[src/llc_cfg.svh]
/*
  LLC hit/miss stage configuration
  geometry of the tag store and widths of the descriptor fields
*/
`ifndef LLC_CFG_SVH
`define LLC_CFG_SVH

// associativity, number of ways per set
`define LLC_WAYS 4
// number of sets in the tag store
`define LLC_SETS 16
// set index bits, log2 of LLC_SETS
`define LLC_INDEX_W 4
// byte offset inside one cache line
`define LLC_OFFSET_W 6

// full descriptor address
`define LLC_ADDR_W 32
// tag is whatever is left above index and offset
`define LLC_TAG_W (`LLC_ADDR_W - `LLC_INDEX_W - `LLC_OFFSET_W)

// transaction id of a descriptor
`define LLC_ID_W 4
// in-flight miss counter, one per id
`define LLC_CNT_W 3

`endif

[src/llc_pkg.sv]
/*
  LLC hit/miss package
  field types shared by the tag store, lock table, miss counters and controller
*/
`default_nettype none

`include "llc_cfg.svh"

package llc_pkg;

  //////////////////////////////////////////////////////////////////////
  // field types
  //////////////////////////////////////////////////////////////////////

  // one-hot way select, one bit per way
  typedef logic [`LLC_WAYS-1:0]    way_ind_t;
  typedef logic [`LLC_INDEX_W-1:0] index_t;
  typedef logic [`LLC_TAG_W-1:0]   tag_t;
  typedef logic [`LLC_ADDR_W-1:0]  addr_t;
  typedef logic [`LLC_ID_W-1:0]    id_t;
  // misses in flight for one id
  typedef logic [`LLC_CNT_W-1:0]   cnt_t;

  //////////////////////////////////////////////////////////////////////
  // state encodings
  //////////////////////////////////////////////////////////////////////

  // tag store: zeroing sweep, waiting for a lookup, holding a response
  typedef enum logic [1:0] {
    TS_INIT,
    TS_IDLE,
    TS_RESP
  } store_state_e;

  // controller: no descriptor, lookup response due, output pending
  typedef enum logic [1:0] {
    HM_IDLE,
    HM_LOOKUP,
    HM_SEND
  } hm_state_e;

endpackage

`default_nettype wire

[src/llc_tag_store.sv]
/*
  LLC tag store
  tag, valid and dirty bits per line plus a replacement pointer per set,
  zeroed by a sweep after reset, then one lookup at a time with victim choice
*/
`timescale 1ns/1ps
`default_nettype none

`include "llc_cfg.svh"

module llc_tag_store (
  input  wire logic              clk_i,
  input  wire logic              arst_n_i,
  input  wire logic              req_valid_i,
  output logic                   req_ready_o,
  input  wire llc_pkg::index_t   req_index_i,
  input  wire llc_pkg::tag_t     req_tag_i,
  input  wire logic              req_write_i,
  output logic                   res_valid_o,
  input  wire logic              res_ready_i,
  output logic                   res_hit_o,
  output llc_pkg::way_ind_t      res_way_o,
  output logic                   res_evict_o,
  output llc_pkg::tag_t          res_evict_tag_o
);

  // storage arrays, cleared by the init sweep
  llc_pkg::tag_t     tag_q   [`LLC_SETS][`LLC_WAYS];
  llc_pkg::way_ind_t valid_q [`LLC_SETS];
  llc_pkg::way_ind_t dirty_q [`LLC_SETS];
  // one-hot pointer, next way to replace
  llc_pkg::way_ind_t ptr_q   [`LLC_SETS];

  llc_pkg::store_state_e state_q, state_d;
  llc_pkg::index_t       init_idx_q;

  // lookup results of the addressed set
  llc_pkg::way_ind_t rd_valid, rd_dirty, rd_ptr;
  llc_pkg::way_ind_t hit_way, invalid, lowest_inv, victim, ptr_next;
  llc_pkg::tag_t     ptr_tag;
  logic              lk_hit, all_valid, lk_evict, lookup;

  // response registers
  logic              res_hit_q, res_evict_q;
  llc_pkg::way_ind_t res_way_q;
  llc_pkg::tag_t     res_evict_tag_q;

  //////////////////////////////////////////////////////////////////////
  // lookup and victim choice
  //////////////////////////////////////////////////////////////////////

  always_comb begin
    rd_valid = valid_q[req_index_i];
    rd_dirty = dirty_q[req_index_i];
    rd_ptr   = ptr_q[req_index_i];
    hit_way  = '0;
    ptr_tag  = '0;
    for (int w = 0; w < `LLC_WAYS; w++) begin
      // tag match only counts on a valid way
      if (rd_valid[w] && (tag_q[req_index_i][w] == req_tag_i)) begin
        hit_way[w] = 1'b1;
      end
      // tag held by the way the pointer names
      if (rd_ptr[w]) begin
        ptr_tag = ptr_tag | tag_q[req_index_i][w];
      end
    end
    lk_hit     = |hit_way;
    invalid    = ~rd_valid;
    // isolate lowest set bit of the invalid mask
    lowest_inv = invalid & llc_pkg::way_ind_t'(~invalid + 1'b1);
    all_valid  = &rd_valid;
    victim     = all_valid ? rd_ptr : lowest_inv;
    // dirty line is only written back when a valid line is replaced
    lk_evict   = ~lk_hit & all_valid & |(rd_dirty & rd_ptr);
    ptr_next   = {rd_ptr[`LLC_WAYS-2:0], rd_ptr[`LLC_WAYS-1]};
  end

  assign lookup = (state_q == llc_pkg::TS_IDLE) & req_valid_i;

  //////////////////////////////////////////////////////////////////////
  // control
  //////////////////////////////////////////////////////////////////////

  always_comb begin
    state_d = state_q;
    unique case (state_q)
      llc_pkg::TS_INIT: begin
        // one set per cycle, done after the last set
        if (init_idx_q == llc_pkg::index_t'(`LLC_SETS - 1)) begin
          state_d = llc_pkg::TS_IDLE;
        end
      end
      llc_pkg::TS_IDLE: begin
        if (req_valid_i) begin
          state_d = llc_pkg::TS_RESP;
        end
      end
      llc_pkg::TS_RESP: begin
        if (res_ready_i) begin
          state_d = llc_pkg::TS_IDLE;
        end
      end
      default: state_d = llc_pkg::TS_INIT;
    endcase
  end

  always_ff @(posedge clk_i or negedge arst_n_i) begin
    if (!arst_n_i) begin
      state_q    <= llc_pkg::TS_INIT;
      init_idx_q <= '0;
    end else begin
      state_q <= state_d;
      if (state_q == llc_pkg::TS_INIT) begin
        init_idx_q <= init_idx_q + 1'b1;
      end
    end
  end

  //////////////////////////////////////////////////////////////////////
  // array and response update
  //////////////////////////////////////////////////////////////////////

  always_ff @(posedge clk_i) begin
    if (state_q == llc_pkg::TS_INIT) begin
      valid_q[init_idx_q] <= '0;
      dirty_q[init_idx_q] <= '0;
      ptr_q[init_idx_q]   <= llc_pkg::way_ind_t'(1);
      for (int w = 0; w < `LLC_WAYS; w++) begin
        tag_q[init_idx_q][w] <= '0;
      end
    end else if (lookup) begin
      if (lk_hit) begin
        // a write hit marks the line dirty
        dirty_q[req_index_i] <= rd_dirty | (req_write_i ? hit_way : '0);
      end else begin
        valid_q[req_index_i] <= rd_valid | victim;
        dirty_q[req_index_i] <= req_write_i ? (rd_dirty | victim) : (rd_dirty & ~victim);
        for (int w = 0; w < `LLC_WAYS; w++) begin
          if (victim[w]) begin
            tag_q[req_index_i][w] <= req_tag_i;
          end
        end
        // pointer only moves on a real replacement
        if (all_valid) begin
          ptr_q[req_index_i] <= ptr_next;
        end
      end
    end
  end

  always_ff @(posedge clk_i) begin
    if (lookup) begin
      res_hit_q       <= lk_hit;
      res_way_q       <= lk_hit ? hit_way : victim;
      res_evict_q     <= lk_evict;
      res_evict_tag_q <= ptr_tag;
    end
  end

  assign req_ready_o     = (state_q == llc_pkg::TS_IDLE);
  assign res_valid_o     = (state_q == llc_pkg::TS_RESP);
  assign res_hit_o       = res_hit_q;
  assign res_way_o       = res_way_q;
  assign res_evict_o     = res_evict_q;
  assign res_evict_tag_o = res_evict_tag_q;

endmodule

`default_nettype wire

[src/llc_miss_counters.sv]
/*
  LLC miss counters
  one counter per transaction id tracking misses still downstream
*/
`timescale 1ns/1ps
`default_nettype none

`include "llc_cfg.svh"

module llc_miss_counters (
  input  wire logic          clk_i,
  input  wire logic          arst_n_i,
  // id of the descriptor held by the controller
  input  wire llc_pkg::id_t  id_i,
  input  wire logic          up_i,
  // miss-done strobe from downstream
  input  wire logic          down_i,
  input  wire llc_pkg::id_t  down_id_i,
  output logic               to_miss_o,
  output logic               stall_o
);

  localparam int unsigned NumIds = 1 << `LLC_ID_W;

  llc_pkg::cnt_t     cnt_q [NumIds];
  logic [NumIds-1:0] inc, dec;

  // decode the strobes per id
  always_comb begin
    for (int i = 0; i < NumIds; i++) begin
      inc[i] = up_i & (id_i == llc_pkg::id_t'(i));
      dec[i] = down_i & (down_id_i == llc_pkg::id_t'(i));
    end
  end

  //////////////////////////////////////////////////////////////////////
  // counters
  //////////////////////////////////////////////////////////////////////

  always_ff @(posedge clk_i or negedge arst_n_i) begin
    if (!arst_n_i) begin
      for (int i = 0; i < NumIds; i++) begin
        cnt_q[i] <= '0;
      end
    end else begin
      for (int i = 0; i < NumIds; i++) begin
        // up and down on the same id cancel
        if (inc[i] && !dec[i]) begin
          cnt_q[i] <= cnt_q[i] + 1'b1;
        end else if (dec[i] && !inc[i]) begin
          cnt_q[i] <= cnt_q[i] - 1'b1;
        end
      end
    end
  end

  // misses in flight force hits onto the miss path
  assign to_miss_o = |cnt_q[id_i];
  // full counter, no further miss may be counted
  assign stall_o   = &cnt_q[id_i];

endmodule

`default_nettype wire

[src/llc_lock_table.sv]
/*
  LLC lock table
  one lock bit per line, set when a descriptor leaves for a line,
  cleared by the unlock strobe from downstream
*/
`timescale 1ns/1ps
`default_nettype none

`include "llc_cfg.svh"

module llc_lock_table (
  input  wire logic              clk_i,
  input  wire logic              arst_n_i,
  // queried line, also the line to lock
  input  wire logic              lock_i,
  input  wire llc_pkg::index_t   index_i,
  input  wire llc_pkg::way_ind_t way_i,
  // release of a line by downstream
  input  wire logic              unlock_i,
  input  wire llc_pkg::index_t   unlock_index_i,
  input  wire llc_pkg::way_ind_t unlock_way_i,
  output logic                   locked_o
);

  localparam int unsigned NumSets = `LLC_SETS;

  llc_pkg::way_ind_t lock_q [NumSets];

  //////////////////////////////////////////////////////////////////////
  // lock bits
  //////////////////////////////////////////////////////////////////////

  always_ff @(posedge clk_i or negedge arst_n_i) begin
    if (!arst_n_i) begin
      for (int s = 0; s < NumSets; s++) begin
        lock_q[s] <= '0;
      end
    end else begin
      for (int s = 0; s < NumSets; s++) begin
        // clear first, a lock on the same line wins
        if (lock_i && (index_i == llc_pkg::index_t'(s))) begin
          lock_q[s] <= (unlock_i && (unlock_index_i == llc_pkg::index_t'(s))) ?
                       ((lock_q[s] & ~unlock_way_i) | way_i) : (lock_q[s] | way_i);
        end else if (unlock_i && (unlock_index_i == llc_pkg::index_t'(s))) begin
          lock_q[s] <= lock_q[s] & ~unlock_way_i;
        end
      end
    end
  end

  // queried line in use downstream
  assign locked_o = |(lock_q[index_i] & way_i);

endmodule

`default_nettype wire

[src/llc_hit_miss.sv]
/*
  LLC hit/miss stage
  looks up one descriptor at a time in the tag store and routes it to the
  hit or miss path, held back while its line is locked or its id stalls
*/
`timescale 1ns/1ps
`default_nettype none

`include "llc_cfg.svh"

module llc_hit_miss (
  input  wire logic              clk_i,
  input  wire logic              arst_n_i,
  // input descriptor
  input  wire logic              valid_i,
  output logic                   ready_o,
  input  wire llc_pkg::addr_t    addr_i,
  input  wire logic              rw_i,
  input  wire llc_pkg::id_t      id_i,
  // output handshakes, shared fields
  output logic                   hit_valid_o,
  input  wire logic              hit_ready_i,
  output logic                   miss_valid_o,
  input  wire logic              miss_ready_i,
  output llc_pkg::addr_t         addr_o,
  output logic                   rw_o,
  output llc_pkg::id_t           id_o,
  output llc_pkg::way_ind_t      way_o,
  output logic                   refill_o,
  output logic                   evict_o,
  output llc_pkg::tag_t          evict_tag_o,
  // returns from downstream
  input  wire logic              unlock_i,
  input  wire llc_pkg::index_t   unlock_index_i,
  input  wire llc_pkg::way_ind_t unlock_way_i,
  input  wire logic              cnt_down_i,
  input  wire llc_pkg::id_t      cnt_down_id_i
);

  llc_pkg::hm_state_e state_q, state_d;

  // held descriptor and its registered lookup response
  llc_pkg::addr_t    addr_q;
  logic              rw_q;
  llc_pkg::id_t      id_q;
  logic              hit_q, evict_q;
  llc_pkg::way_ind_t way_q;
  llc_pkg::tag_t     evict_tag_q;
  // an output valid is up and its routing is frozen
  logic              raised_q, route_miss_q;

  logic              store_req_valid, store_req_ready, store_res_valid, store_res_ready;
  logic              res_hit, res_evict;
  llc_pkg::way_ind_t res_way;
  llc_pkg::tag_t     res_evict_tag;
  logic              to_miss, cnt_stall, cnt_up, lock_req, locked;

  logic              accept, in_lookup, have_res, route_miss, send, xfer;
  logic              cur_hit, cur_evict;
  llc_pkg::way_ind_t cur_way;
  llc_pkg::tag_t     cur_evict_tag;

  //////////////////////////////////////////////////////////////////////
  // handshakes and routing
  //////////////////////////////////////////////////////////////////////

  assign ready_o         = (state_q == llc_pkg::HM_IDLE) & store_req_ready;
  assign accept          = valid_i & ready_o;
  assign store_req_valid = (state_q == llc_pkg::HM_IDLE) & valid_i;
  assign in_lookup       = (state_q == llc_pkg::HM_LOOKUP);
  assign store_res_ready = in_lookup;
  assign have_res        = (in_lookup & store_res_valid) | (state_q == llc_pkg::HM_SEND);

  // response goes straight out in the lookup cycle, from registers after
  assign cur_hit       = in_lookup ? res_hit       : hit_q;
  assign cur_way       = in_lookup ? res_way       : way_q;
  assign cur_evict     = in_lookup ? res_evict     : evict_q;
  assign cur_evict_tag = in_lookup ? res_evict_tag : evict_tag_q;

  // hits of an id with misses in flight follow the miss path
  assign route_miss   = raised_q ? route_miss_q : (to_miss | ~cur_hit);
  assign send         = have_res & (raised_q | ~(locked | cnt_stall));
  assign hit_valid_o  = send & ~route_miss;
  assign miss_valid_o = send & route_miss;
  assign xfer         = (hit_valid_o & hit_ready_i) | (miss_valid_o & miss_ready_i);

  assign lock_req = xfer;
  assign cnt_up   = miss_valid_o & miss_ready_i;

  assign addr_o      = addr_q;
  assign rw_o        = rw_q;
  assign id_o        = id_q;
  assign way_o       = cur_way;
  assign refill_o    = ~cur_hit;
  assign evict_o     = cur_evict;
  assign evict_tag_o = cur_evict_tag;

  //////////////////////////////////////////////////////////////////////
  // FSM
  //////////////////////////////////////////////////////////////////////

  always_comb begin
    state_d = state_q;
    unique case (state_q)
      llc_pkg::HM_IDLE: begin
        if (accept) begin
          state_d = llc_pkg::HM_LOOKUP;
        end
      end
      llc_pkg::HM_LOOKUP: begin
        if (store_res_valid) begin
          state_d = xfer ? llc_pkg::HM_IDLE : llc_pkg::HM_SEND;
        end
      end
      llc_pkg::HM_SEND: begin
        if (xfer) begin
          state_d = llc_pkg::HM_IDLE;
        end
      end
      default: state_d = llc_pkg::HM_IDLE;
    endcase
  end

  always_ff @(posedge clk_i or negedge arst_n_i) begin
    if (!arst_n_i) begin
      state_q      <= llc_pkg::HM_IDLE;
      raised_q     <= 1'b0;
      route_miss_q <= 1'b0;
    end else begin
      state_q <= state_d;
      if (xfer) begin
        raised_q <= 1'b0;
      end else if (send) begin
        raised_q <= 1'b1;
      end
      // freeze the path when the valid first rises
      if (send && !raised_q) begin
        route_miss_q <= route_miss;
      end
    end
  end

  always_ff @(posedge clk_i) begin
    if (accept) begin
      addr_q <= addr_i;
      rw_q   <= rw_i;
      id_q   <= id_i;
    end
    if (in_lookup && store_res_valid) begin
      hit_q       <= res_hit;
      way_q       <= res_way;
      evict_q     <= res_evict;
      evict_tag_q <= res_evict_tag;
    end
  end

  //////////////////////////////////////////////////////////////////////
  // instances
  //////////////////////////////////////////////////////////////////////

  llc_tag_store u_tag_store (
    .clk_i           (clk_i),
    .arst_n_i        (arst_n_i),
    .req_valid_i     (store_req_valid),
    .req_ready_o     (store_req_ready),
    .req_index_i     (addr_i[`LLC_OFFSET_W +: `LLC_INDEX_W]),
    .req_tag_i       (addr_i[`LLC_OFFSET_W + `LLC_INDEX_W +: `LLC_TAG_W]),
    .req_write_i     (rw_i),
    .res_valid_o     (store_res_valid),
    .res_ready_i     (store_res_ready),
    .res_hit_o       (res_hit),
    .res_way_o       (res_way),
    .res_evict_o     (res_evict),
    .res_evict_tag_o (res_evict_tag)
  );

  llc_miss_counters u_miss_counters (
    .clk_i     (clk_i),
    .arst_n_i  (arst_n_i),
    .id_i      (id_q),
    .up_i      (cnt_up),
    .down_i    (cnt_down_i),
    .down_id_i (cnt_down_id_i),
    .to_miss_o (to_miss),
    .stall_o   (cnt_stall)
  );

  llc_lock_table u_lock_table (
    .clk_i          (clk_i),
    .arst_n_i       (arst_n_i),
    .lock_i         (lock_req),
    .index_i        (addr_q[`LLC_OFFSET_W +: `LLC_INDEX_W]),
    .way_i          (cur_way),
    .unlock_i       (unlock_i),
    .unlock_index_i (unlock_index_i),
    .unlock_way_i   (unlock_way_i),
    .locked_o       (locked)
  );

endmodule

`default_nettype wire

[config.mk]
export PLATFORM = sky130hd
export DESIGN_NAME = llc_hit_miss
export DESIGN_NICKNAME = d
export VERILOG_FILES = /design/src/llc_pkg.sv /design/src/llc_tag_store.sv /design/src/llc_miss_counters.sv /design/src/llc_lock_table.sv /design/src/llc_hit_miss.sv
export VERILOG_INCLUDE_DIRS = /design/src
export SDC_FILE = /design/constraint.sdc
export NUM_CORES = 2
export LEC_CHECK = 0
export BUFFER_PORTS_ARGS = -buffer_cell sky130_fd_sc_hd__buf_2
export CORE_ASPECT_RATIO = 1.4
export CORE_UTILIZATION = 59
export CTS_BUF_LIST = sky130_fd_sc_hd__clkbuf_8
export CTS_CLUSTER_SIZE = 30
export DETAILED_ROUTE_END_ITERATION = 12
export MAX_ROUTING_LAYER = met4
export PLACE_DENSITY_LB_ADDON = 0.1
export SKIP_LAST_GASP = 1
export SYNTH_ARGS = -nofsm -noshare
export SYNTH_HDL_FRONTEND = slang
export SYNTH_SLANG_ARGS = --single-unit
export TNS_END_PERCENT = 10
[constraint.sdc]
create_clock -name clk_i -period 5.1 [get_ports clk_i]
set_clock_uncertainty 0.05 [all_clocks]
set_input_delay 0.255 -clock clk_i [delete_from_list [all_inputs] [get_ports clk_i]]
set_output_delay 0.255 -clock clk_i [all_outputs]
set_load 0.01 [all_outputs]
==> qor.txt <==
Worst VDD drop -> 373.2 µV
Vias in the first global route -> 46126
Worst hold margin -> 0.09547 ns
Path type of the worst setup path -> in2reg
Synthesis-stage register bit count -> 1815
Pin count of the biggest net entering global routing -> 116
Main combinational cell family by area after synthesis -> multiplexers
Worst min-delay path class -> in2reg
Via count -> 46151
Psw -> 9.546 mW
Ys Warns -> 0
Clock Latency Late Sink -> 1.03 ns
Core Rows -> 156
Clock network fraction of design power -> 32.3%
Data arrival time of the worst path -> 5.57 ns
Clock Tree Buf Depth -> 4
Mapped Nets -> 4526
Area leader, netlist -> edfxtp_1
Adder-cell area share of the yosys netlist -> 0.6945%
Multiplexer share of the synthesized area -> 14.61%
Root Buffer -> clkbuf_8
Max Transition Viols Final -> 0
Detailed Routing Iterations Pass 1 -> 6
IO buf count -> 123
CTS tree -> built
Initial Util -> 59.49%
Average cell area after synthesis -> 17.30 µm²
Register area share after synthesis -> 70.22%
H-tree levels -> 5
Die area -> 131600 µm²
RR Endpoint -> u_miss_counters.cnt_q[47]
Slew HR -> 25.07%
Tcrit/Tclk final -> 96.82%
Global-route wire length before repair -> 333700 µm
Max Fclk -> 202.5 MHz
Core Util, Final -> 69.56%
Hold Path Depth -> 4
Area grow syn2layout -> 16.92%
Start of the worst register-to-register path -> addr_o[6]
Footprint of the multi-input gates -> 21280 µm²
Fin crit period -> 4.938 ns
Max-Cap Viols -> 0
Synth Area in XOR/XNOR -> 1.700%
Status -> finished clean
GRT Resource Usage Total -> 37.76%
Placer Congestion -> 1.054
Drt wl/cell -> 33.64 µm
Synth Area in Compound Gates -> 5.057%
Post-Place Setup Slack -> -0.3174 ns
Synth top area cells -> edfxtp_1, mux4_2, dfrtp_1, mux2i_1, nand2_1
Critical Path Sink Type -> flip-flop
Syn Inst Count -> 4437
Drt via density -> 6.522
Most common flop cell mapped by yosys -> edfxtp_1
Total CTS buffers -> 283
Slew of the pin with the lowest slew margin -> 1.118 ns
Die W -> 306.8 µm
# setup viols final -> 0
Synth cell types -> 95
Worst Path Max Fanout -> 21
R2R cell count -> 18
Hpwl dp -> 161300 µm
Part of the power in registers -> 51.5%
DRT iter0 DRCs -> 5941
Num Clock Sinks -> 1815
Post-Syn Area -> 76750 µm²
Req. time, crit path -> 5.73 ns
P_int -> 25.78 mW
Cts hold-fix bufs -> 81
Final WL -> 238100 µm
Share of cells above drive strength 1 -> 28.13%
Post-Synth Simple-Gate Area -> 5.305%
Register area -> 53890 µm²
Drt drc -> 0
Worst hold path endpoint -> u_tag_store.state_q[0]
Chip height -> 428.8 µm
DRT antenna net count -> 0
Initial antenna violation count -> 9
CP Launch Type -> input pin
R2r setup slk -> 0.25 ns
Comb power frac -> 16.2%
Nets -> 5229
Sw frac -> 27.02%
Pwr/cell area -> 393.6 nW/µm²
Core footprint -> 129000 µm²
IO Pins -> 124
Post-CTS resize count -> 0
Async SR Flop Fraction -> 6.722%
Leakage -> 31.18 nW
Post-CTS setup buffers -> 0
Hold violation count in the final report -> 0
Clk slew on worst S/H paths -> 0.06 ns
Hold Crit Start -> valid_i
EDFF count, synth -> 1693
RSZ-0062 raised after global routing -> false
Global route total overflow -> 0
Post-synth top area share -> 66.24%
Worst setup margin -> 0.1622 ns
Fillers -> 8448
[through the flow]
| stage | power (mW) | cells | TNS, ns | area (µm²) |
|---|---|---|---|---|
| global route | 36.35 | 7075 | 0 | 89740 |
| floorplan | 21.22 | 4437 | -729.04 | 76750 |
| detailed placement | 24.07 | 6512 | -350.99 | 83810 |
| CTS | 35.39 | 7070 | 0 | 89730 |
| finish | 35.33 | 7076 | 0 | 89740 |
| global placement | 23.95 | 6512 | -364.22 | 83810 |
[placed cells by master (no fill, tap or decap), types with 12 or more instances in the layout]
cell           instances
edfxtp_1            1693
nand2_1              374
mux4_2               311
buf_4                310
clkbuf_8             293
mux2i_1              281
nor2_1               168
buf_12               166
mux2_2               123
dfrtp_1              122
buf_2                118
inv_1                115
xnor2_1               95
a22oi_1               91
dlygate4sd3_1         81
a22o_1                70
clkinv_1              69
nor2_2                64
o21ai_0               61
nand3_1               56
xor2_1                54
nor3_1                53
o22ai_1               53
a21oi_1               49
o31ai_1               34
o211ai_1              34
clkinv_2              23
nand2b_1              21
nor4_1                20
or3_1                 17
ha_1                  17
nand4_1               16
fa_1                  16
nor3_2                13
and3_1                12
bufinv_16             12
[critical path, stage by stage]
cell and delay (ns):
dlygate4sd3_1 0.53, buf_4 0.29, nor2b_4 0.69, a22oi_1 0.35
a21oi_1 0.32, buf_4 0.16, a21oi_1 0.12, xnor2_1 0.21
buf_4 0.16, nor4_1 0.06, nor4b_1 0.20, or2_1 0.32
nor3_4 0.92, mux2i_1 0.27, buf_12 0.23, nor2_2 0.19
buf_4 0.25
[routing by layer]
metal  GRT usage (%)  up-vias  wire, µm
met1           47.05    23695     86920
met3           6.938      647     21000
li1                -    19088         -
met2           58.75     2721    114800
met4           21.17        0     15300
met5               -        -         0
[synth_stat cells (10+ instances only)]
| master | n |
|---|---|
| buf_2 | 56 |
| mux2i_1 | 281 |
| nor4_1 | 20 |
| buf_1 | 30 |
| a21oi_1 | 49 |
| mux4_2 | 311 |
| mux2_2 | 123 |
| dfrtp_1 | 122 |
| clkbuf_1 | 102 |
| buf_4 | 14 |
| a211oi_1 | 11 |
| or3_1 | 17 |
| inv_1 | 40 |
| o21ai_0 | 61 |
| nor3_1 | 66 |
| ha_1 | 17 |
| o2111ai_1 | 10 |
| buf_8 | 18 |
| xnor2_1 | 95 |
| a31oi_1 | 10 |
| nor2_1 | 233 |
| a22oi_1 | 91 |
| a32oi_1 | 11 |
| o211ai_1 | 34 |
| and2_1 | 14 |
| and3_1 | 12 |
| nor2b_1 | 15 |
| o22ai_1 | 53 |
| o31ai_1 | 34 |
| a22o_1 | 70 |
| buf_6 | 31 |
| xor2_1 | 54 |
| nand2b_1 | 21 |
| fa_1 | 16 |
| nand2_1 | 374 |
| a221oi_1 | 11 |
| edfxtp_1 | 1693 |
| nand3_1 | 56 |
| nand4_1 | 16 |
[flip-flops by register name (all words and copies together) (netlist names), 2 cells and up]
register,count
u_tag_store.tag_q,1408
u_lock_table.lock_q,64
u_tag_store.dirty_q,64
u_tag_store.ptr_q,64
u_tag_store.valid_q,64
u_miss_counters.cnt_q,48
addr_o,32
evict_tag_q,22
u_tag_store.res_evict_tag_o,22
id_o,4
u_tag_store.init_idx_q,4
u_tag_store.res_way_o,4
way_q,4
state_q,2
u_tag_store.state_q,2
[worst max-delay path by stage]
stage | slack [ns] | startpoint | cells past startpoint | to
2_1_floorplan | -0.87 | addr_i[6] | 14 | u_tag_store.tag_q[0][0]
3_3_place_gp | -0.27 | addr_i[6] | 17 | u_tag_store.tag_q[3][49]
3_5_place_dp | -0.32 | addr_i[6] | 18 | u_tag_store.tag_q[5][63]
4_1_cts | 0.20 | addr_o[6] | 18 | u_miss_counters.cnt_q[47]
5_1_grt | 0.02 | addr_o[6] | 18 | u_miss_counters.cnt_q[47]
6_report | 0.16 | addr_i[8] | 17 | u_tag_store.tag_q[5][45]
[cells by family after synthesis]
kind of cell               after synthesis
AOI/OAI and AO/OA                      518
xor gates and xnor gates               149
adders and majority gates               33
buffers and inverters                  307
DFF                                   1815
muxes                                  716
and+or+nand+nor                        899
[layout make-up]
type	instances	area share [%]
inverter	47	0.2008
clock buffer	293	4.494
multi-input combinational	2315	23.71
clock inverter	184	1.196
sequential	1815	60.05
antenna	6	0.01673
tap	1738	2.423
timing repair buffer	678	7.904
[power groups by stage]
| stage | logic (mW) | clock network [mW] | registers (mW) |
|---|---|---|---|
| final | 5.74 | 11.4 | 18.2 |
| after detailed placement | 5.59 | 0 | 18.5 |
| after floorplan | 2.92 | 0 | 18.3 |
| after CTS | 5.66 | 11.6 | 18.2 |
| after global routing | 5.93 | 12.1 | 18.3 |
| after global placement | 5.53 | 0 | 18.4 |
No activity file was read; power rests on OpenSTA's default activity.
